$ cat src/rtl/axi_wr_settings.svh
// AXI4 write slave settings: bus widths, FIFO depths and the 4 KB page bit
`ifndef AXI_WR_SETTINGS_SVH
`define AXI_WR_SETTINGS_SVH

// ----------------------------------------------------------------------
// AXI4 field widths
// ----------------------------------------------------------------------
`define AXI_DATA_W 32
`define AXI_ADDR_W 32
`define AXI_ID_W 4
`define AXI_LEN_W 8
`define AXI_SIZE_W 3
`define AXI_BURST_W 2
`define AXI_RESP_W 2

// One strobe bit per data byte
`define AXI_STRB_W (`AXI_DATA_W / 8)

// ----------------------------------------------------------------------
// Buffering
// ----------------------------------------------------------------------
// Outstanding write commands
`define AW_DEPTH 4
// Write data beats
`define W_DEPTH 16
// Pending write responses
`define B_DEPTH 4

// Address bit that toggles when a burst leaves its 4 KB page
`define BOUNDARY_BIT 12

`endif
$ cat src/rtl/axi_wr_pkg.sv
// Shared types of the AXI4 write slave: channel payloads and FSM phases
`include "axi_wr_settings.svh"

package axi_wr_pkg;

    // ------------------------------------------------------------------
    // Encodings
    // ------------------------------------------------------------------
    // AWBURST values, WRAP and RESERVED run as INCR
    typedef enum logic [`AXI_BURST_W-1:0] {
        BURST_FIXED    = 2'b00,
        BURST_INCR     = 2'b01,
        BURST_WRAP     = 2'b10,
        BURST_RESERVED = 2'b11
    } burst_e;

    // BRESP values, only OKAY and SLVERR are ever produced
    typedef enum logic [`AXI_RESP_W-1:0] {
        RESP_OKAY   = 2'b00,
        RESP_SLVERR = 2'b10
    } resp_e;

    // Burst controller phases
    // FIRST issues the beat that pairs a command with data
    // BURST issues the remaining beats
    // BRESP waits for room in the response FIFO
    typedef enum logic [1:0] {
        PH_FIRST = 2'b00,
        PH_BURST = 2'b01,
        PH_BRESP = 2'b10,
        PH_IDLE  = 2'b11
    } phase_e;

    // ------------------------------------------------------------------
    // Channel payloads
    // ------------------------------------------------------------------
    // Write address command, 49 bits
    typedef struct packed {
        logic [`AXI_ID_W-1:0]   id;
        logic [`AXI_ADDR_W-1:0] addr;
        logic [`AXI_LEN_W-1:0]  len;
        logic [`AXI_SIZE_W-1:0] size;
        burst_e                 burst;
    } aw_cmd_t;

    // Write data beat, 37 bits
    typedef struct packed {
        logic [`AXI_DATA_W-1:0] data;
        logic [`AXI_STRB_W-1:0] strb;
        logic                   last;
    } w_beat_t;

    // Write response, 6 bits
    typedef struct packed {
        logic [`AXI_ID_W-1:0] id;
        resp_e                resp;
    } b_rsp_t;

endpackage

$ cat src/rtl/burst_addr_if.sv
// Link between the burst controller and the burst address generator
`include "axi_wr_settings.svh"

interface burst_addr_if;

    // Controller side
    // First beat of a burst, cmd is valid with it
    logic                   start;
    // Any later accepted beat
    logic                   advance;
    // Current command, FIFO head on the first beat, latched copy after
    axi_wr_pkg::aw_cmd_t    cmd;
    axi_wr_pkg::phase_e     phase;

    // Generator side
    logic [`AXI_ADDR_W-1:0] beat_addr;
    // Beat in flight is the last of its burst
    logic                   beat_last;
    // Next address would leave the 4 KB page
    logic                   cross_err;

    modport ctrl (
        output start,
        output advance,
        output cmd,
        output phase,
        input  beat_addr,
        input  beat_last,
        input  cross_err
    );

    modport gen (
        input  start,
        input  advance,
        input  cmd,
        input  phase,
        output beat_addr,
        output beat_last,
        output cross_err
    );

endinterface

$ cat src/rtl/axi_wr_slave.sv
// AXI4 write slave: buffers AW, W and B and writes bursts beat by beat to memory
`include "axi_wr_settings.svh"

module axi_wr_slave (
    input  logic                    clk,
    input  logic                    rst_n,
    // ------------------------------------------------------------------
    // AXI4 write address channel
    // ------------------------------------------------------------------
    input  logic [`AXI_ID_W-1:0]    awid,
    input  logic [`AXI_ADDR_W-1:0]  awaddr,
    input  logic [`AXI_LEN_W-1:0]   awlen,
    input  logic [`AXI_SIZE_W-1:0]  awsize,
    input  logic [`AXI_BURST_W-1:0] awburst,
    input  logic                    awvalid,
    output logic                    awready,
    // Write data channel
    input  logic [`AXI_DATA_W-1:0]  wdata,
    input  logic [`AXI_STRB_W-1:0]  wstrb,
    input  logic                    wlast,
    input  logic                    wvalid,
    output logic                    wready,
    // Write response channel
    output logic [`AXI_ID_W-1:0]    bid,
    output logic [`AXI_RESP_W-1:0]  bresp,
    output logic                    bvalid,
    input  logic                    bready,
    // ------------------------------------------------------------------
    // Memory write port
    // ------------------------------------------------------------------
    input  logic                    mem_ready,
    output logic [`AXI_ADDR_W-1:0]  mem_addr,
    output logic [`AXI_DATA_W-1:0]  mem_data,
    output logic [`AXI_STRB_W-1:0]  mem_strb,
    output logic                    mem_last,
    output logic                    mem_we,
    // Burst tried to leave its 4 KB page
    output logic                    boundary_err
);

    axi_wr_pkg::aw_cmd_t aw_din;
    axi_wr_pkg::aw_cmd_t aw_dout;
    axi_wr_pkg::w_beat_t w_din;
    axi_wr_pkg::w_beat_t w_dout;
    axi_wr_pkg::b_rsp_t  b_din;
    axi_wr_pkg::b_rsp_t  b_dout;

    logic aw_push, aw_full, aw_pop, aw_empty;
    logic w_push, w_full, w_pop, w_empty;
    logic b_push, b_full, b_pop, b_empty;

    burst_addr_if addr_if ();

    // Channel packing
    assign aw_din.id    = awid;
    assign aw_din.addr  = awaddr;
    assign aw_din.len   = awlen;
    assign aw_din.size  = awsize;
    assign aw_din.burst = axi_wr_pkg::burst_e'(awburst);

    assign w_din.data = wdata;
    assign w_din.strb = wstrb;
    assign w_din.last = wlast;

    // Handshakes straight from the FIFO flags
    assign awready = !aw_full;
    assign aw_push = awvalid && awready;
    assign wready  = !w_full;
    assign w_push  = wvalid && wready;
    assign bvalid  = !b_empty;
    assign b_pop   = bvalid && bready;

    assign bid   = b_dout.id;
    assign bresp = b_dout.resp;

    // Outstanding commands
    sync_fifo #(.payload_t(axi_wr_pkg::aw_cmd_t), .depth(`AW_DEPTH)) aw_fifo_i (
        .clk(clk), .rst_n(rst_n),
        .push(aw_push), .din(aw_din), .full(aw_full),
        .pop(aw_pop), .dout(aw_dout), .empty(aw_empty)
    );

    sync_fifo #(.payload_t(axi_wr_pkg::w_beat_t), .depth(`W_DEPTH)) w_fifo_i (
        .clk(clk), .rst_n(rst_n),
        .push(w_push), .din(w_din), .full(w_full),
        .pop(w_pop), .dout(w_dout), .empty(w_empty)
    );

    // Responses leave in issue order
    sync_fifo #(.payload_t(axi_wr_pkg::b_rsp_t), .depth(`B_DEPTH)) b_fifo_i (
        .clk(clk), .rst_n(rst_n),
        .push(b_push), .din(b_din), .full(b_full),
        .pop(b_pop), .dout(b_dout), .empty(b_empty)
    );

    wr_burst_ctrl ctrl_i (
        .clk(clk), .rst_n(rst_n),
        .aw_cmd(aw_dout), .aw_empty(aw_empty), .aw_pop(aw_pop),
        .w_beat(w_dout), .w_empty(w_empty), .w_pop(w_pop),
        .b_full(b_full), .b_push(b_push), .b_data(b_din),
        .mem_ready(mem_ready), .mem_addr(mem_addr), .mem_data(mem_data),
        .mem_strb(mem_strb), .mem_last(mem_last), .mem_we(mem_we),
        .addr(addr_if.ctrl)
    );

    burst_addr_gen addr_gen_i (
        .clk(clk), .rst_n(rst_n),
        .addr(addr_if.gen),
        .boundary_err(boundary_err)
    );

endmodule

$ cat src/rtl/wr_burst_ctrl.sv
// Write burst controller: pairs commands with data beats and issues responses
`include "axi_wr_settings.svh"

module wr_burst_ctrl (
    input  logic                   clk,
    input  logic                   rst_n,
    // AW FIFO read side
    input  axi_wr_pkg::aw_cmd_t    aw_cmd,
    input  logic                   aw_empty,
    output logic                   aw_pop,
    // W FIFO read side
    input  axi_wr_pkg::w_beat_t    w_beat,
    input  logic                   w_empty,
    output logic                   w_pop,
    // B FIFO write side
    input  logic                   b_full,
    output logic                   b_push,
    output axi_wr_pkg::b_rsp_t     b_data,
    // Memory write port
    input  logic                   mem_ready,
    output logic [`AXI_ADDR_W-1:0] mem_addr,
    output logic [`AXI_DATA_W-1:0] mem_data,
    output logic [`AXI_STRB_W-1:0] mem_strb,
    output logic                   mem_last,
    output logic                   mem_we,
    // Address generator
    burst_addr_if.ctrl             addr
);

    // Largest legal AWSIZE is log2 of the bus width in bytes
    localparam logic [`AXI_SIZE_W-1:0] size_max = `AXI_SIZE_W'($clog2(`AXI_DATA_W / 8));

    axi_wr_pkg::phase_e  phase_q;
    axi_wr_pkg::phase_e  phase_d;
    // Command of the burst in progress
    axi_wr_pkg::aw_cmd_t cmd_q;
    axi_wr_pkg::aw_cmd_t cur_cmd;
    logic                beat_go;
    logic                last_beat;
    logic                size_err;

    // FIFO head is the command on the first beat, the latch afterwards
    assign cur_cmd = (phase_q == axi_wr_pkg::PH_FIRST) ? aw_cmd : cmd_q;

    // ------------------------------------------------------------------
    // Beat issue
    // ------------------------------------------------------------------
    always_comb begin
        case (phase_q)
            // Needs both FIFO heads and a ready memory
            axi_wr_pkg::PH_FIRST: beat_go = !aw_empty && !w_empty && mem_ready;
            axi_wr_pkg::PH_BURST: beat_go = !w_empty && mem_ready;
            default:              beat_go = 1'b0;
        endcase
    end

    // Burst end comes from the beat count, WLAST is not trusted for it
    assign last_beat = beat_go && addr.beat_last;

    assign aw_pop = beat_go && (phase_q == axi_wr_pkg::PH_FIRST);
    assign w_pop  = beat_go;

    assign addr.start   = aw_pop;
    assign addr.advance = beat_go && (phase_q == axi_wr_pkg::PH_BURST);
    assign addr.cmd     = cur_cmd;
    assign addr.phase   = phase_q;

    // Memory port, strobe and last are quiet between beats
    assign mem_we   = beat_go;
    assign mem_addr = addr.beat_addr;
    assign mem_data = w_beat.data;
    assign mem_strb = beat_go ? w_beat.strb : '0;
    assign mem_last = beat_go ? w_beat.last : 1'b0;

    // ------------------------------------------------------------------
    // Response
    // ------------------------------------------------------------------
    assign size_err = (cur_cmd.size > size_max);

    // Push on the last beat, or later from BRESP once there is room
    assign b_push = !b_full && (last_beat || (phase_q == axi_wr_pkg::PH_BRESP));

    assign b_data.id   = cur_cmd.id;
    assign b_data.resp = size_err ? axi_wr_pkg::RESP_SLVERR : axi_wr_pkg::RESP_OKAY;

    // ------------------------------------------------------------------
    // Phase FSM
    // ------------------------------------------------------------------
    always_comb begin
        phase_d = phase_q;
        case (phase_q)
            axi_wr_pkg::PH_IDLE: begin
                phase_d = axi_wr_pkg::PH_FIRST;
            end
            axi_wr_pkg::PH_FIRST: begin
                if (beat_go) begin
                    if (!addr.beat_last) begin
                        phase_d = axi_wr_pkg::PH_BURST;
                    end else if (b_full) begin
                        phase_d = axi_wr_pkg::PH_BRESP;
                    end
                end
            end
            axi_wr_pkg::PH_BURST: begin
                if (last_beat) begin
                    phase_d = b_full ? axi_wr_pkg::PH_BRESP : axi_wr_pkg::PH_FIRST;
                end
            end
            axi_wr_pkg::PH_BRESP: begin
                // No new command until the response is stored
                if (!b_full) begin
                    phase_d = axi_wr_pkg::PH_FIRST;
                end
            end
            default: begin
                phase_d = axi_wr_pkg::PH_IDLE;
            end
        endcase
    end

    always_ff @(posedge clk or negedge rst_n) begin
        if (!rst_n) begin
            phase_q <= axi_wr_pkg::PH_IDLE;
        end else begin
            phase_q <= phase_d;
        end
    end

    // Latch the command as it leaves the AW FIFO
    always_ff @(posedge clk) begin
        if (aw_pop) begin
            cmd_q <= aw_cmd;
        end
    end

endmodule

$ cat src/rtl/burst_addr_gen.sv
// Burst address generator: beat addresses, beat count and 4 KB bounding
`include "axi_wr_settings.svh"

module burst_addr_gen (
    input  logic             clk,
    input  logic             rst_n,
    burst_addr_if.gen        addr,
    output logic             boundary_err
);

    localparam int addr_w = `AXI_ADDR_W;

    // Running address of the next non-first beat
    logic [`AXI_ADDR_W-1:0] run_addr;
    logic [`AXI_LEN_W-1:0]  beat_cnt;
    logic [`AXI_ADDR_W-1:0] aligned_addr;
    logic [`AXI_ADDR_W-1:0] addr_inc;
    logic [`AXI_ADDR_W-1:0] base_addr;
    logic [`AXI_ADDR_W-1:0] next_addr;
    logic                   first_beat;
    logic                   crosses;

    assign first_beat = (addr.phase == axi_wr_pkg::PH_FIRST);

    // ------------------------------------------------------------------
    // Address arithmetic
    // ------------------------------------------------------------------
    // Start address rounded down to the transfer size
    assign aligned_addr = addr.cmd.addr & ({addr_w{1'b1}} << addr.cmd.size);

    // FIXED repeats its address, every other burst type steps by size
    assign addr_inc = (addr.cmd.burst == axi_wr_pkg::BURST_FIXED) ?
                      '0 : (addr_w'(1) << addr.cmd.size);

    // Second beat steps from the aligned start, later ones from run_addr
    assign base_addr = first_beat ? aligned_addr : run_addr;
    assign next_addr = base_addr + addr_inc;

    // Page bit would flip on the next beat
    assign crosses = (next_addr[`BOUNDARY_BIT] != base_addr[`BOUNDARY_BIT]);

    // ------------------------------------------------------------------
    // Beat outputs
    // ------------------------------------------------------------------
    // First beat keeps the unaligned address as given on AW
    assign addr.beat_addr = first_beat ? addr.cmd.addr : run_addr;

    // AWLEN counts beats minus one
    assign addr.beat_last = first_beat ? (addr.cmd.len == '0) :
                                         (beat_cnt == addr.cmd.len);

    // Only a beat with a successor can run off the page
    assign addr.cross_err = (addr.start || addr.advance) && crosses &&
                            !addr.beat_last;

    assign boundary_err = addr.cross_err;

    // ------------------------------------------------------------------
    // Running address and beat counter
    // ------------------------------------------------------------------
    always_ff @(posedge clk or negedge rst_n) begin
        if (!rst_n) begin
            run_addr <= '0;
            beat_cnt <= '0;
        end else if (addr.start) begin
            beat_cnt <= `AXI_LEN_W'(1);
            // Hold inside the page instead of stepping over the boundary
            run_addr <= crosses ? base_addr : next_addr;
        end else if (addr.advance) begin
            beat_cnt <= beat_cnt + 1'b1;
            run_addr <= crosses ? base_addr : next_addr;
        end
    end

endmodule

$ cat src/rtl/sync_fifo.sv
// Synchronous show-ahead FIFO with a typed payload
module sync_fifo #(
    parameter type payload_t = logic,
    parameter int  depth     = 4
) (
    input  logic     clk,
    input  logic     rst_n,
    input  logic     push,
    input  payload_t din,
    output logic     full,
    input  logic     pop,
    output payload_t dout,
    output logic     empty
);

    localparam int ptr_w = (depth > 1) ? $clog2(depth) : 1;
    localparam int cnt_w = $clog2(depth + 1);

    localparam logic [ptr_w-1:0] last_slot = ptr_w'(depth - 1);
    localparam logic [cnt_w-1:0] full_cnt  = cnt_w'(depth);

    payload_t         mem [depth];
    logic [ptr_w-1:0] wr_ptr;
    logic [ptr_w-1:0] rd_ptr;
    logic [cnt_w-1:0] count;
    logic             do_push;
    logic             do_pop;

    // Requests against a full or empty FIFO are dropped here
    assign do_push = push && !full;
    assign do_pop  = pop && !empty;

    assign full  = (count == full_cnt);
    assign empty = (count == '0);

    // Head entry is always on the output
    assign dout = mem[rd_ptr];

    // ------------------------------------------------------------------
    // Pointers and occupancy
    // ------------------------------------------------------------------
    always_ff @(posedge clk or negedge rst_n) begin
        if (!rst_n) begin
            wr_ptr <= '0;
            rd_ptr <= '0;
            count  <= '0;
        end else begin
            if (do_push) begin
                // Wrap explicitly, depth need not be a power of two
                wr_ptr <= (wr_ptr == last_slot) ? '0 : wr_ptr + 1'b1;
            end
            if (do_pop) begin
                rd_ptr <= (rd_ptr == last_slot) ? '0 : rd_ptr + 1'b1;
            end
            if (do_push && !do_pop) begin
                count <= count + 1'b1;
            end else if (do_pop && !do_push) begin
                count <= count - 1'b1;
            end
        end
    end

    // Storage
    always_ff @(posedge clk) begin
        if (do_push) begin
            mem[wr_ptr] <= din;
        end
    end

endmodule

$ cat config.mk
export PLATFORM = sky130hd
export DESIGN_NAME = axi_wr_slave
export DESIGN_NICKNAME = d
export VERILOG_FILES = /design/src/rtl/axi_wr_pkg.sv /design/src/rtl/burst_addr_if.sv /design/src/rtl/axi_wr_slave.sv /design/src/rtl/wr_burst_ctrl.sv /design/src/rtl/burst_addr_gen.sv /design/src/rtl/sync_fifo.sv
export VERILOG_INCLUDE_DIRS = /design/src /design/src/rtl
export SDC_FILE = /design/constraint.sdc
export NUM_CORES = 1
export LEC_CHECK = 0
export BUFFER_PORTS_ARGS = -buffer_cell sky130_fd_sc_hd__buf_2
export CAP_MARGIN = 30
export CELL_PAD_IN_SITES_DETAIL_PLACEMENT = 1
export CELL_PAD_IN_SITES_GLOBAL_PLACEMENT = 1
export CORE_MARGIN = 1
export CORE_UTILIZATION = 58
export DETAILED_ROUTE_END_ITERATION = 8
export PLACE_DENSITY = 0.94
export SLEW_MARGIN = 20
export SYNTH_ARGS = -nofsm -noshare
export SYNTH_HDL_FRONTEND = slang
export SYNTH_SLANG_ARGS = --single-unit
$ cat constraint.sdc
create_clock -name clk -period 7.8 [get_ports clk]
set_input_delay 0.78 -clock clk [delete_from_list [all_inputs] [get_ports clk]]
set_output_delay 0.78 -clock clk [all_outputs]
set_load 0.1 [all_outputs]
; ---- Word level (Yosys, flattened, before mapping)
; Memory sizes are Yosys's and may differ from the RTL's.
; Index checks and enable logic that the tools add are counted.
; Widths: inputs -> output; s select.
[word_totals]
wordCells = 145
in_bits = 92
output_inout_bits = 80
ff_bits = 118
ramBits = 812
n_memories = 3
[op_classes]
n_eq_ne = 18
n_addsub = 14
order_cmp = 1
n_mux = 39
bitwise = 1
shifts = 2
reduce_logical = 50
[mem_list]
columns = name, depth, word_bits, read_ports, rd_clocked_by_memory_dff, write_ports, line_no
row1 = w_fifo_i.mem, 16, 37, 1, 0, 1, sync_fifo.sv:22  ; payload_t mem [depth];
row2 = aw_fifo_i.mem, 4, 49, 1, 0, 1, sync_fifo.sv:22
row3 = b_fifo_i.mem, 4, 6, 1, 0, 1, sync_fifo.sv:22
[ops]
columns = cell, count
row1 = $mux 32, 6
row2 = $mux 49, 1
row3 = $add 32x32->32, 1
row4 = $and 32x32->32, 1
row5 = $shl 1x3->32 const A, 1
row6 = $shl 32x3->32 const A, 1
row7 = $logic_and 1x1->1, 24
row8 = $mux 2, 11
row9 = $mux 8, 2
row10 = $logic_not 1->1, 13
row11 = $eq 2x2->1 const B, 6
row12 = $mux 3, 4
row13 = $mux 4, 3
row14 = $mux 5, 2
row15 = $add 2x1->2 const B, 4
row16 = $add 4x1->4 const B, 2
row17 = $add 8x1->8 const B, 1
row18 = $eq 4x4->1 const B, 2
row19 = $eq 8x8->1, 1
row20 = $logic_not 8->1, 1
row21 = $mux 1, 8
row22 = $pmux 2 s4, 1
row23 = $reduce_bool 2->1, 4
row24 = $add 3x1->3 const B, 2
row25 = 17 further kinds, 23

; ---- Longest topological paths before layout
; Gate-level depths: netlist (run 1).
[logic_depth]
ltp_word = 13
ltp_mapped = 20
depth_no_buf = 15

; ---- By module
; A second synthesis (run 1) with hierarchy kept.
[unflattened]
hier_cells = 2116
hier_area_um2 = 38629.5
[by_module_without_submodules]
columns = mod, n_inst, cells_each, seq_area_each_um2, area_each_um2
row1 = sync_fifo at w_fifo_i, 1, 1126, 18102.4, 23689.0
row2 = sync_fifo at aw_fifo_i, 1, 294, 6060.8, 7503.4
row3 = burst_addr_gen, 1, 413, 1001.0, 3179.3
row4 = wr_burst_ctrl, 1, 208, 1524.0, 2892.8
row5 = sync_fifo at b_fifo_i, 1, 69, 895.9, 1335.0
row6 = axi_wr_slave, 1, 6, 0.0, 30.0

; ---- Least setup slack after synthesis (run 1)
; No wires, ideal clock.
[synth_path]
path_type = flip-flop to output port
startpoint = register aw_fifo_i.rd_ptr[0]
endpoint = output port boundary_err
setup_slack_ps = 1158
t_arrival_ps = 5862
path_stages_with_launch = 15
required_ps = 7020
n_path_buf = 6
path_cell_list = dfrtp_1 > buf_6 > buf_12 > buf_4 > buf_4 > buf_2 > mux4_2 > nand2_1 > nand2_1 > ha_1 > o21ai_0 > nand2_1 > o2111ai_1 > buf_2 > nor3_1
[synth_rtl]
columns = element, line_no
row1 = from (decl), sync_fifo.sv:24  ; logic [ptr_w-1:0] rd_ptr;
row2 = from (signal assigned), sync_fifo.sv:53  ; rd_ptr <= (rd_ptr == last_slot) ? '0 : rd_ptr + 1'b1;
row3 = to (decl), axi_wr_slave.sv:38  ; output logic boundary_err

==> results.md, run 1 <==
- Status: completed
- Async SR Flop Fraction: 0.0772
- GRT Overall Usage: 0.344
- Fraction of layout cells with a size suffix above 1: 0.310
- Crit path cell chain: buf_4 > mux4_2 > and2_1 > a21oi_1 > nand2_1 > nor2_1 > ha_1 > inv_1 > fa_1 > nor2b_1 > o21ai_0 > a21oi_1 > o2111ai_1 > buf_4 > nor3_1 > buf_2
- Switch share: 0.411
- CTS Hold Buffers Added: 0
- Leak pwr: 13.6 nW
- CTS clk-pin slew, worst paths: 0.07 ns
- Ys Warns: 0
- Post-CTS Setup Inserts: 0
- Per-cell routed wire length: approximately 37 um
- Clock latency on the worst-skew pair: 0.67 ns
- WL final: 106000 um
- Final hold vios: 0
- Biggest area consumer among synthesized cells: edfxtp_1
- Fin nets: 2077
- Reg power frac: 0.370
- Crit Path Max Fanout: around 50
- Clk network pwr share: 0.251
- 1st-pass router iterations: 6
- Cell Pwr Density: between 400 and 500 mW/mm2
- Synth Instances: 1738
- Max-cap violations: 0
- Psw: approximately 7.2 mW
- CTS Root Cell: clkbuf_16
- Largest family of logic cells by synthesized area: multiplexers
- Syn Area/Cell: 20.4 um2
- Int Pwr: slightly above 10 mW
- Vias in the first global route: between 20000 and 25000
- Worst Path Arrival: approximately 6.3 ns
- Synth Area in XOR/XNOR: 0.00938
- Area Overhead vs Synth: 13.7%
- CTS Sinks: 894
- Comb pwr share: 0.378
- Crit Path Category: register to output pin
- Worst R2R Setup Slack: between 2 and 2.5 ns
- Hold slack: 0.138 ns
- Ranking of synthesized cells by area: edfxtp_1 (70%), mux4_2 (15%), dfrtp_1 (4.7%), nand2_1 (1.6%), ha_1 (1.1%)
- CP max-delay cell: buf_4
- RSZ-0062 raised after global routing: false
- CTS tree: built
- Final Wtd Congestion: ~0.84
- Fin util: 0.669
- DIE WIDTH: about 250 um
- Num CTS Buffers: 88
- Bufs and invs on worst path: 4
- CTS resizes: 0
- Fmax: ~0.14 GHz
- EDFF count, synth: a little over 800
- CP required: 7.02 ns
- CP startpoint kind: register
- Largest net degree at the start of global routing: 70
- Die area: between 0.06 and 0.07 mm2
- Synthesized area: ~0.035 mm2
- Vias: 19590
- Setup TNS: 0 ns
- Core footprint: 0.0604 mm2
- Final Cycle Share: 0.906
- Slew @ Worst Pin: around 0.85 ns
- Post-DP HPWL: roughly 53000 um
- Initial DRC Count: around 2500
- Crit path capture type: output pin
- Post-layout minimum cycle time: 7.07 ns
- Vias per cell: just under 7
- Die Height: ~250 um
- Post-route ant nets: 0
- # setup viols final: 0
- IO Count: 172
- First-pass GRT wire length: ~150000 um
- Worst vdd ir: ~360 uV
- Total gr overflow: 0
- Clock Path Buffers: 3
- Simple-Gate Fraction of Synth Area: 0.0387
- Row cnt: 90
- Most used DFF post-synth: edfxtp_1
- Slew HR: 0.431
- Flops & latches, synth: a little under 900
- Post-synth top area share: 0.698
- Worst path max stage delay: about 0.66 ns
- Max Clock Skew: about 0.04 ns
- Slew Limit Fails: 0
- Multiplexer share of the synthesized area: 0.161
- Initial Util: 0.588
- DRC: 0
- Post-synthesis compound-gate area fraction: 0.0183
- # H-tree levels: 3
- Syn Nets: ~1900
- Delay-heaviest family, CP: buffers and inverters
- Number of port buffers: 170
- Initial antenna violation count: 14
- Hold crit path type: primary input to asynchronous set/reset pin
- Netlist cell types: 64
- Register area share after synthesis: 0.747
- Share of synthesized cell area in full adder, half adder and majority cells: 0.0128
power by group through the flow:
stage | sequential (mW) | combinational (mW) | clock, mW
final | 6.50 | 6.64 | 4.41
after CTS | 6.49 | 6.62 | 4.43
after global placement | 6.46 | 6.04 | 0
after detailed placement | 6.51 | 6.37 | 0
after global routing | 6.54 | 6.83 | 4.57
after floorplan | 6.22 | 5.14 | 0
cells by family (layout without fill, tap and decap cells):
logic type,Yosys count,in the layout
and+or+nand+nor,291,291
adders and majority gates,34,34
AOI/OAI and AO/OA,99,99
buffers and inverters,106,394
xor gates and xnor gates,38,38
other,1,11
DFF,894,894
muxes,275,275
registers in the layout, summed over array words and instances, names as in the netlist, 4 cells and up:
register / flops
b_fifo_i.mem: 20
w_fifo_i.rd_ptr: 4
aw_fifo_i.mem: 196
addr_gen_i.beat_cnt: 8
w_fifo_i.count: 5
w_fifo_i.wr_ptr: 4
ctrl_i.cmd_q: 17
w_fifo_i.mem: 592
addr_gen_i.run_addr: 32
metrics by stage:
stage | cells | setup WS (ns) | area, um2 | total power, mW
final | 2818 | 0.734 | 40400 | 17.6
after global routing | 2814 | 0.658 | 40300 | 17.9
after CTS | 2807 | 0.936 | 40300 | 17.5
after detailed placement | 2642 | 2.07 | 37400 | 12.9
after global placement | 2641 | 2.33 | 37400 | 12.5
after floorplan | 1738 | 1.16 | 35500 | 11.4
path summary, 6_finish.rpt:
check	from	to	cells after the start
max in group asynchronous	rst_n	w_fifo_i.rd_ptr[1]$_DFFE_PN0P_	1
worst min register to register	w_fifo_i.count[4]$_DFFE_PN0P_	w_fifo_i.count[4]$_DFFE_PN0P_	1
worst max register to register	aw_fifo_i.rd_ptr[1]$_DFFE_PN0P_	addr_gen_i.run_addr[31]$_DFFE_PN0P_	14
min in group clk	awaddr[26]	aw_fifo_i.mem[1][39]$_DFFE_PP_	1
worst max-delay path	aw_fifo_i.rd_ptr[1]$_DFFE_PN0P_	boundary_err	16
worst min-delay path	rst_n	addr_gen_i.run_addr[27]$_DFFE_PN0P_	1
cell usage in the layout, fill, tap and decap left out, types with 5 or more instances in the layout:
master	n
a21o_1	9
a21oi_1	13
and2_1	14
buf_2	169
buf_4	32
bufinv_16	9
clkbuf_1	15
clkbuf_16	88
clkinv_1	15
clkinv_2	20
clkinvlp_4	8
dfrtp_1	61
diode_2	10
edfxtp_1	825
ha_1	30
inv_1	22
mux2_2	12
mux2i_1	26
mux4_2	232
nand2_1	150
nand2b_1	5
nand3_1	11
nand4_1	7
nor2_1	31
nor2_4	13
nor2b_1	5
nor3_1	11
nor3_2	5
nor4_1	11
o21ai_0	22
o21ai_1	25
xnor2_1	25
xor2_1	13
layout make-up:
cell class	count	area [um2]
fill	4866	20000
clock inverter	61	644
inverter	24	90.1
antenna	10	25.0
clock buffer	104	2270
tap	782	978
multi-input combinational	738	8660
timing repair buffer	205	1160
sequential	894	26500
cells in the mapped netlist, types with 7 or more instances:
library cell / instances
a21o_1: 9
a21oi_1: 13
and2_1: 14
and3_1: 8
buf_1: 16
buf_2: 16
clkbuf_1: 45
dfrtp_1: 67
edfxtp_1: 825
ha_1: 30
inv_1: 22
mux2_2: 12
mux2i_1: 26
mux4_2: 232
nand2_1: 150
nand3_1: 11
nand4_1: 7
nor2_1: 45
nor3_1: 15
nor4_1: 11
o21ai_0: 22
o21ai_1: 25
xnor2_1: 25
xor2_1: 13
per-layer routing:
metal	wire length, um	track usage	part of all wire
met5	48	0	0.00045
met4	4820	0.163	0.046
met3	9290	0.0646	0.088
met2	55800	0.601	0.53
met1	35600	0.417	0.34
Note: power is estimated with default switching activity, not from simulation.
==> run 2, diff against run 1 <==
--- a/config.mk
+++ b/config.mk
@@ -13,6 +13,7 @@
 export CORE_MARGIN = 1
 export CORE_UTILIZATION = 58
 export DETAILED_ROUTE_END_ITERATION = 8
+export MAX_ROUTING_LAYER = met4
 export PLACE_DENSITY = 0.94
 export SLEW_MARGIN = 20
 export SYNTH_ARGS = -nofsm -noshare
==> constraint.sdc (replaced) <==
create_clock -name clk -period 8.81 [get_ports clk]
set_input_delay 0.881 -clock clk [delete_from_list [all_inputs] [get_ports clk]]
set_output_delay 0.881 -clock clk [all_outputs]
set_load 0.1 [all_outputs]
==> run 2 against run 1 <==
  * Setup slack improved by 0.65 ns
  * Final cell count rose by 0.35%
  * Non-clock buffer count fell by 1
  * Critical path depth fell by 1
  * Hold slack improved by 0.038 ns
  * Critical path type unchanged
  * Register-to-register slack improved by 0.78 ns
  * Total power fell by 12%
  * Global-route usage rose by 0.62 points
  * Via count fell by 0.48%
  * Die area did not move
  * Clock skew rose by 0.0022 ns
  * Sequential share of layout area rose by 0.069 points
==> results.md, run 2 (synthesis results as in run 1) <==
- Largest net degree at the start of global routing: 121 (+73%)
- Clock Path Buffers: 3 (unchanged)
- Final hold vios: 0 (unchanged)
- Crit Path Category: register to output pin
- Reg power frac: 0.374 (+0.004)
- CTS Sinks: 894 (unchanged)
- Cell Pwr Density: 382 mW/mm2 (-12%)
- Initial antenna violation count: 17 (+3)
- Fin nets: 2077 (unchanged)
- Die area: 0.0622 mm2 (unchanged)
- Clock latency on the worst-skew pair: 0.68 ns (about the same)
- Vias: 19496 (-0.48%)
- CP startpoint kind: register
- Post-CTS Setup Inserts: 0 (unchanged)
- Largest Register: w_fifo_i.mem
- Post-DP HPWL: 53100 um (about the same)
- Top flop regs: w_fifo_i.mem: 592 flops, aw_fifo_i.mem: 196 flops, addr_gen_i.run_addr: 32 flops
- Max reg flops: 592 (unchanged)
- Most frequent cells in the layout: edfxtp_1 (825), mux4_2 (232), buf_2 (169)
- Slew @ Worst Pin: 1.02 ns (+0.163 ns)
- DRC: 0 (unchanged)
- Worst vdd ir: 461 uV (+29%)
- CTS clk-pin slew, worst paths: 0.07 ns (about the same)
- DIE WIDTH: 249 um (unchanged)
- Slew Limit Fails: 0 (unchanged)
- IO Count: 172 (unchanged)
- Max Clock Skew: 0.0411 ns (+0.00224 ns)
- Post-route ant nets: 0 (unchanged)
- # setup viols final: 0 (unchanged)
- CP required: 7.93 ns (+0.91 ns)
- Fmax: 0.135 GHz
- 1st-pass router iterations: 5 (-1)
- Psw: 6.35 mW (-12%)
- Commonest non-fill, non-tap cell in the layout: edfxtp_1
- Post-layout minimum cycle time: 7.42 ns
- Final Wtd Congestion: 0.841 (+0.17%)
- Final Power: 15.4 mW (-12%)
- Setup TNS: 0 ns (unchanged)
- Hold slack: 0.176 ns (+0.0381 ns)
- Hold crit path type: primary input to asynchronous set/reset pin
- Core footprint: 0.0604 mm2 (unchanged)
- Filler cell count: 4872 (+0.12%)
- Row cnt: 90 (unchanged)
- Worst R2R Setup Slack: 3.05 ns (+0.78 ns)
- RSZ-0062 raised after global routing: false
- RR Startpoint: aw_fifo_i.rd_ptr[0]$_DFFE_PN0P_
- Vias per cell: 6.89 (-0.83%)
- CTS tree: built
- Final Cycle Share: 0.842
- Initial DRC Count: 2403 (-3.9%)
- WL final: 103000 um (-2.1%)
- # H-tree levels: 3 (unchanged)
- GRT Overall Usage: 0.350 (+0.00621)
- Total gr overflow: 0 (unchanged)
- CTS resizes: 0 (unchanged)
- Clk network pwr share: 0.246 (-0.005)
- Vias in the first global route: 21046 (-1.7%)
- First-pass GRT wire length: 149000 um (-1.4%)
- Worst Path Arrival: 6.54 ns (+0.25 ns)
- Num CTS Buffers: 89 (+1.1%)
- CTS Root Cell: clkbuf_16
- CTS Hold Buffers Added: 0 (unchanged)
- Comb pwr share: 0.381 (+0.003)
- Max-cap violations: 0 (unchanged)
- Switch share: 0.412 (+0.00121)
- Area Overhead vs Synth: 13.6%
- Crit Path Max Fanout: 30 (-39%)
- Initial Util: 0.588 (unchanged)
- Leak pwr: 13.6 nW (-0.17%)
- Slew HR: 0.322 (-0.109)
- Number of port buffers: 170 (unchanged)
- FF-to-FF path depth: 14 (unchanged)
- Fraction of layout cells with a size suffix above 1: 0.308 (-0.00213)
- Die Height: 249 um (unchanged)
- Reg-to-Reg End: addr_gen_i.run_addr[31]$_DFFE_PN0P_
- Crit path capture type: output pin
- Per-cell routed wire length: 36.6 um (-2.4%)
- Status: completed
- Int Pwr: 9.07 mW (-12%)
run 2: changes by cell type in the layout (fill, tap and decap cells not counted), sizes merged:
cell	change
buf	-1
bufinv	-6
clkbuf	+16
clkinv	-5
clkinvlp	-3
diode	+9
run 2: final cells by class:
class                           count  area, um2  area share
Antenna cell                       19       47.5     0.00118
Multi-Input combinational cell    738       8660       0.215
Clock buffer                      120       2420      0.0602
Tap cell                          782        978      0.0243
Clock inverter                     47        425      0.0106
Inverter                           24       90.1     0.00223
Timing Repair Buffer              204       1170      0.0289
Sequential cell                   894      26500       0.658
run 2: worst max path at each step:
stage,start,to,slack [ns],depth (start not counted)
2_1_floorplan,aw_fifo_i.rd_ptr[0]$_DFFE_PN0P_,boundary_err,2.07,14
3_3_place_gp,aw_fifo_i.rd_ptr[0]$_DFFE_PN0P_,boundary_err,2.72,15
3_5_place_dp,aw_fifo_i.rd_ptr[0]$_DFFE_PN0P_,boundary_err,2.53,15
4_1_cts,aw_fifo_i.rd_ptr[0]$_DFFE_PN0P_,boundary_err,1.43,15
5_1_grt,aw_fifo_i.rd_ptr[0]$_DFFE_PN0P_,boundary_err,1.23,15
6_report,aw_fifo_i.rd_ptr[0]$_DFFE_PN0P_,boundary_err,1.39,15
run 2: through the flow:
step	setup slack, ns	util	cells	area, um2
detailed placement	2.53	0.619	2641	37400
CTS	1.43	0.667	2808	40200
floorplan	2.07	-	1738	35500
global route	1.23	0.668	2826	40300
global placement	2.72	0.619	2639	37300
finish	1.39	0.668	2828	40300
run 2: power by group through the flow:
| stage | clock network, mW | logic [mW] | registers [mW] |
|---|---|---|---|
| final | 3.79 | 5.87 | 5.76 |
| after CTS | 3.80 | 5.82 | 5.75 |
| after global routing | 3.91 | 6.03 | 5.80 |
| after global placement | 0 | 5.34 | 5.74 |
| after detailed placement | 0 | 5.64 | 5.78 |
| after floorplan | 0 | 4.55 | 5.51 |
run 2: per-layer routing:
metal | GRT usage | up-vias | share of wire
li1 | - | 7512 | -
met1 | 0.402 | 10193 | 0.34
met2 | 0.598 | 1455 | 0.53
met3 | 0.0698 | 336 | 0.087
met4 | 0.159 | 0 | 0.046
met5 | - | - | 0
run 2: worst max-delay path, stage by stage, from the launching register on:
cell	delay, ns
dfrtp_2	0.90
buf_4	0.62
mux4_2	0.65
and2_1	0.22
a21o_1	0.21
o31ai_1	0.42
ha_1	0.30
inv_1	0.09
fa_1	0.47
nor2b_1	0.18
o21ai_0	0.21
a21oi_1	0.35
o2111ai_1	0.17
buf_4	0.27
nor3_1	0.29
buf_2	0.51
==> run 3, diff against run 2 <==
--- a/config.mk
+++ b/config.mk
@@ -11,10 +11,10 @@
 export CELL_PAD_IN_SITES_DETAIL_PLACEMENT = 1
 export CELL_PAD_IN_SITES_GLOBAL_PLACEMENT = 1
 export CORE_MARGIN = 1
-export CORE_UTILIZATION = 58
+export CORE_UTILIZATION = 54
 export DETAILED_ROUTE_END_ITERATION = 8
 export MAX_ROUTING_LAYER = met4
-export PLACE_DENSITY = 0.94
+export PLACE_DENSITY = 0.89
 export SLEW_MARGIN = 20
 export SYNTH_ARGS = -nofsm -noshare
 export SYNTH_HDL_FRONTEND = slang
==> constraint.sdc (replaced) <==
create_clock -name clk -period 7.07 [get_ports clk]
set_input_delay 0.707 -clock clk [delete_from_list [all_inputs] [get_ports clk]]
set_output_delay 0.707 -clock clk [all_outputs]
set_load 0.1 [all_outputs]
==> run 3 against run 2 <==
  * Final cell count grew 2.6%
  * Global-route usage down 4.2 points
  * Sequential share of layout area is 0.46 points lower
  * Register-to-register slack worse by 0.93 ns
  * Setup slack lost 0.59 ns
  * Wire length fell by 4.7%
  * Total power grew 25%
  * Critical path depth shrank 2
  * First-iteration DRC count is 1.6% lower
  * Largest cell class unchanged
  * Highest routed layer unchanged
==> results.md, run 3 (synthesis results as in run 1) <==
- Final Wtd Congestion: 0.849 (+0.94%)
- Fmax: 0.160 GHz
- Initial antenna violation count: 15 (-2)
- Hold depth: 1
- Vias: 18936 (-2.9%)
- CP max-delay cell: dfrtp_4
- WL final: 98600 um (-4.7%)
- Final Power: 19.3 mW (+25%)
- Max reg flops: 592 (unchanged)
- DRC: 0 (unchanged)
- Worst vdd ir: 588 uV (+28%)
- Slew HR: 0.425 (+0.103)
- CTS tree: built
- Commonest non-fill, non-tap cell in the layout: edfxtp_1
- Slew @ Worst Pin: 0.863 ns (-0.154 ns)
- Final hold vios: 0 (unchanged)
- Post-layout minimum cycle time: between 6 and 7 ns
- Fin nets: 2080 (+0.14%)
- CTS resizes: 0 (unchanged)
- CTS clk-pin slew, worst paths: 0.07 ns (about the same)
- Max-cap violations: 0 (unchanged)
- Placed insts: 2715 (+2.8%)
- Worst R2R Setup Slack: 2.12 ns (-0.93 ns)
- Vias per cell: 6.53 (-5.3%)
- Crit path capture type: output pin
- Delay-heaviest family, CP: compound AO/OA/AOI/OAI gates
- Hold crit path type: primary input to register
- Most Crowded Layer GR: met2
- Cell Pwr Density: 476 mW/mm2 (+24%)
- Largest Register: w_fifo_i.mem
- Bufs and invs on worst path: 2 (-2)
- Crit path cell chain: mux4_2 > mux2_2 > or2_1 > o31ai_1 > ha_1 > inv_1 > fa_1 > nor2b_1 > o21ai_0 > a21oi_1 > o2111ai_1 > nor3_1 > buf_2
- Top flop regs: w_fifo_i.mem: 592 flops, aw_fifo_i.mem: 196 flops, addr_gen_i.run_addr: 32 flops
- Post-route ant nets: 0 (unchanged)
- Number of port buffers: 170 (unchanged)
- RR Startpoint: aw_fifo_i.rd_ptr[0]$_DFFE_PN0P_
- Fraction of layout cells with a size suffix above 1: 0.309 (+0.00121)
- # H-tree levels: 3 (unchanged)
- Max Clock Skew: 0.0437 ns (+0.00263 ns)
- HP Start: awaddr[29]
- Clock latency on the worst-skew pair: 0.68 ns (about the same)
- CP required: 6.36 ns (-1.57 ns)
- Slew Limit Fails: 0 (unchanged)
- IO Count: 172 (unchanged)
- Initial Util: 0.549 (-0.0394)
- Post-DP HPWL: 51100 um (-3.9%)
- Most frequent cells in the layout: edfxtp_1 (825), mux4_2 (232), buf_2 (169)
- Fin util: 0.628 (-0.0402)
- CP startpoint kind: register
- Clock Path Buffers: 3 (unchanged)
- Status: completed
- CTS Sinks: 894 (unchanged)
- Leak pwr: 13.7 nW (+0.83%)
- First-pass GRT wire length: 142000 um (-4.9%)
- Post-CTS Setup Inserts: 0 (unchanged)
- Num CTS Buffers: 90 (+1.1%)
- Core footprint: 0.0647 mm2 (+7.2%)
- Die area: 0.0668 mm2 (+7.3%)
- 1st-pass router iterations: 7 (+2)
- Worst path max stage delay: 0.76 ns (-0.14 ns)
- Non-Filler Instances: 2901 (+2.6%)
- WP depth: 13 (-2)
- Area Overhead vs Synth: 14.4%
- Largest net degree at the start of global routing: 74 (-39%)
- Initial DRC Count: 2365 (-1.6%)
- Total gr overflow: 0 (unchanged)
- RSZ-0062 raised after global routing: false
- # setup viols final: 0 (unchanged)
- Worst Path Arrival: 5.56 ns (-0.98 ns)
- Row cnt: 93 (+3.3%)
- Grt met2 use: 0.527 (-0.0713)
- Per-cell routed wire length: 34.0 um (-7.1%)
- GR Layer Usage met3: 0.0661 (-0.00366)
- DIE WIDTH: 258 um (+3.6%)
- Setup TNS: 0 ns (unchanged)
- Crit Path Max Fanout: 26 (-13%)
- Critical path origin: aw_fifo_i.rd_ptr[0]$_DFFE_PN0P_
- Die Height: 258 um (+3.6%)
- Vias in the first global route: 20438 (-2.9%)
- GRT Overall Usage: 0.309 (-0.0415)
- Final Cycle Share: 0.887
- Met1 usage: 0.367 (-0.0356)
- Crit Path Category: register to output pin
- FF-to-FF path depth: 13 (-1)
- CTS Root Cell: clkbuf_16
[run 3: cell count changes in the layout (fill, tap and decap cells not counted), sizes merged]
cell	before	now
clkbuf	120	111
bufinv	3	10
clkinv	36	42
diode	19	14
clkinvlp	5	3
buf	204	205
dlygate4sd3	0	1
inv	27	28
[run 3: final timing paths]
path,to
worst min-delay path,aw_fifo_i.mem[2][42]$_DFFE_PP_
max in group asynchronous,ctrl_i.addr.phase[1]$_DFFE_PN1P_
worst max register to register,addr_gen_i.run_addr[31]$_DFFE_PN0P_
worst min register to register,addr_gen_i.run_addr[19]$_DFFE_PN0P_
min in group asynchronous,addr_gen_i.run_addr[31]$_DFFE_PN0P_
worst max-delay path,boundary_err
[run 3: layout make-up]
class / count / area (um2)
Sequential cell: 894 / 26500
Fill cell: 5461 / 24100
Multi-Input combinational cell: 738 / 8660
Clock buffer: 111 / 2390
Timing Repair Buffer: 206 / 1200
Tap cell: 855 / 1070
Clock inverter: 59 / 629
Inverter: 24 / 90.1
Antenna cell: 14 / 35.0
[run 3: repair_timing]
action	CTS	global route
endpoints found under the hold margin	0	16
hold buffers	0	1
endpoints found under the setup margin	0	0
[run 3: where the power goes]
group / leakage, nW / internal [mW] / switching [mW]
registers: 8.31 / 6.58 / 0.616
clock network: 1.48 / 2.80 / 2.18
logic: 3.89 / 2.16 / 4.98
total: 13.7 / 11.5 / 7.78
[run 3: metrics by stage]
stage	hold slack [ns]	area (um2)	setup slack (ns)
after CTS	0.227	40500	0.781
after floorplan	0.411	35500	0.501
after detailed placement	0.475	37500	1.67
final	0.256	40600	0.802
after global placement	0.454	37500	1.82
after global routing	0.239	40600	0.593
[run 3: worst register-to-register path: stages (launching register included)]
cell	delay (ns)
dfrtp_4	0.76
mux4_2	0.66
and2_1	0.24
a21oi_1	0.24
nand2_1	0.23
o21ai_1	0.35
ha_1	0.36
nor2b_1	0.16
o21ai_0	0.33
nand4_1	0.27
and4b_1	0.50
nand4_2	0.18
or4_1	0.52
nand3_1	0.10
[run 3: metal layers]
layer,wire (um),vias up
met4,2670,0
li1,-,7511
met2,52200,1145
met1,35600,10094
met3,8080,186
met5,0,-
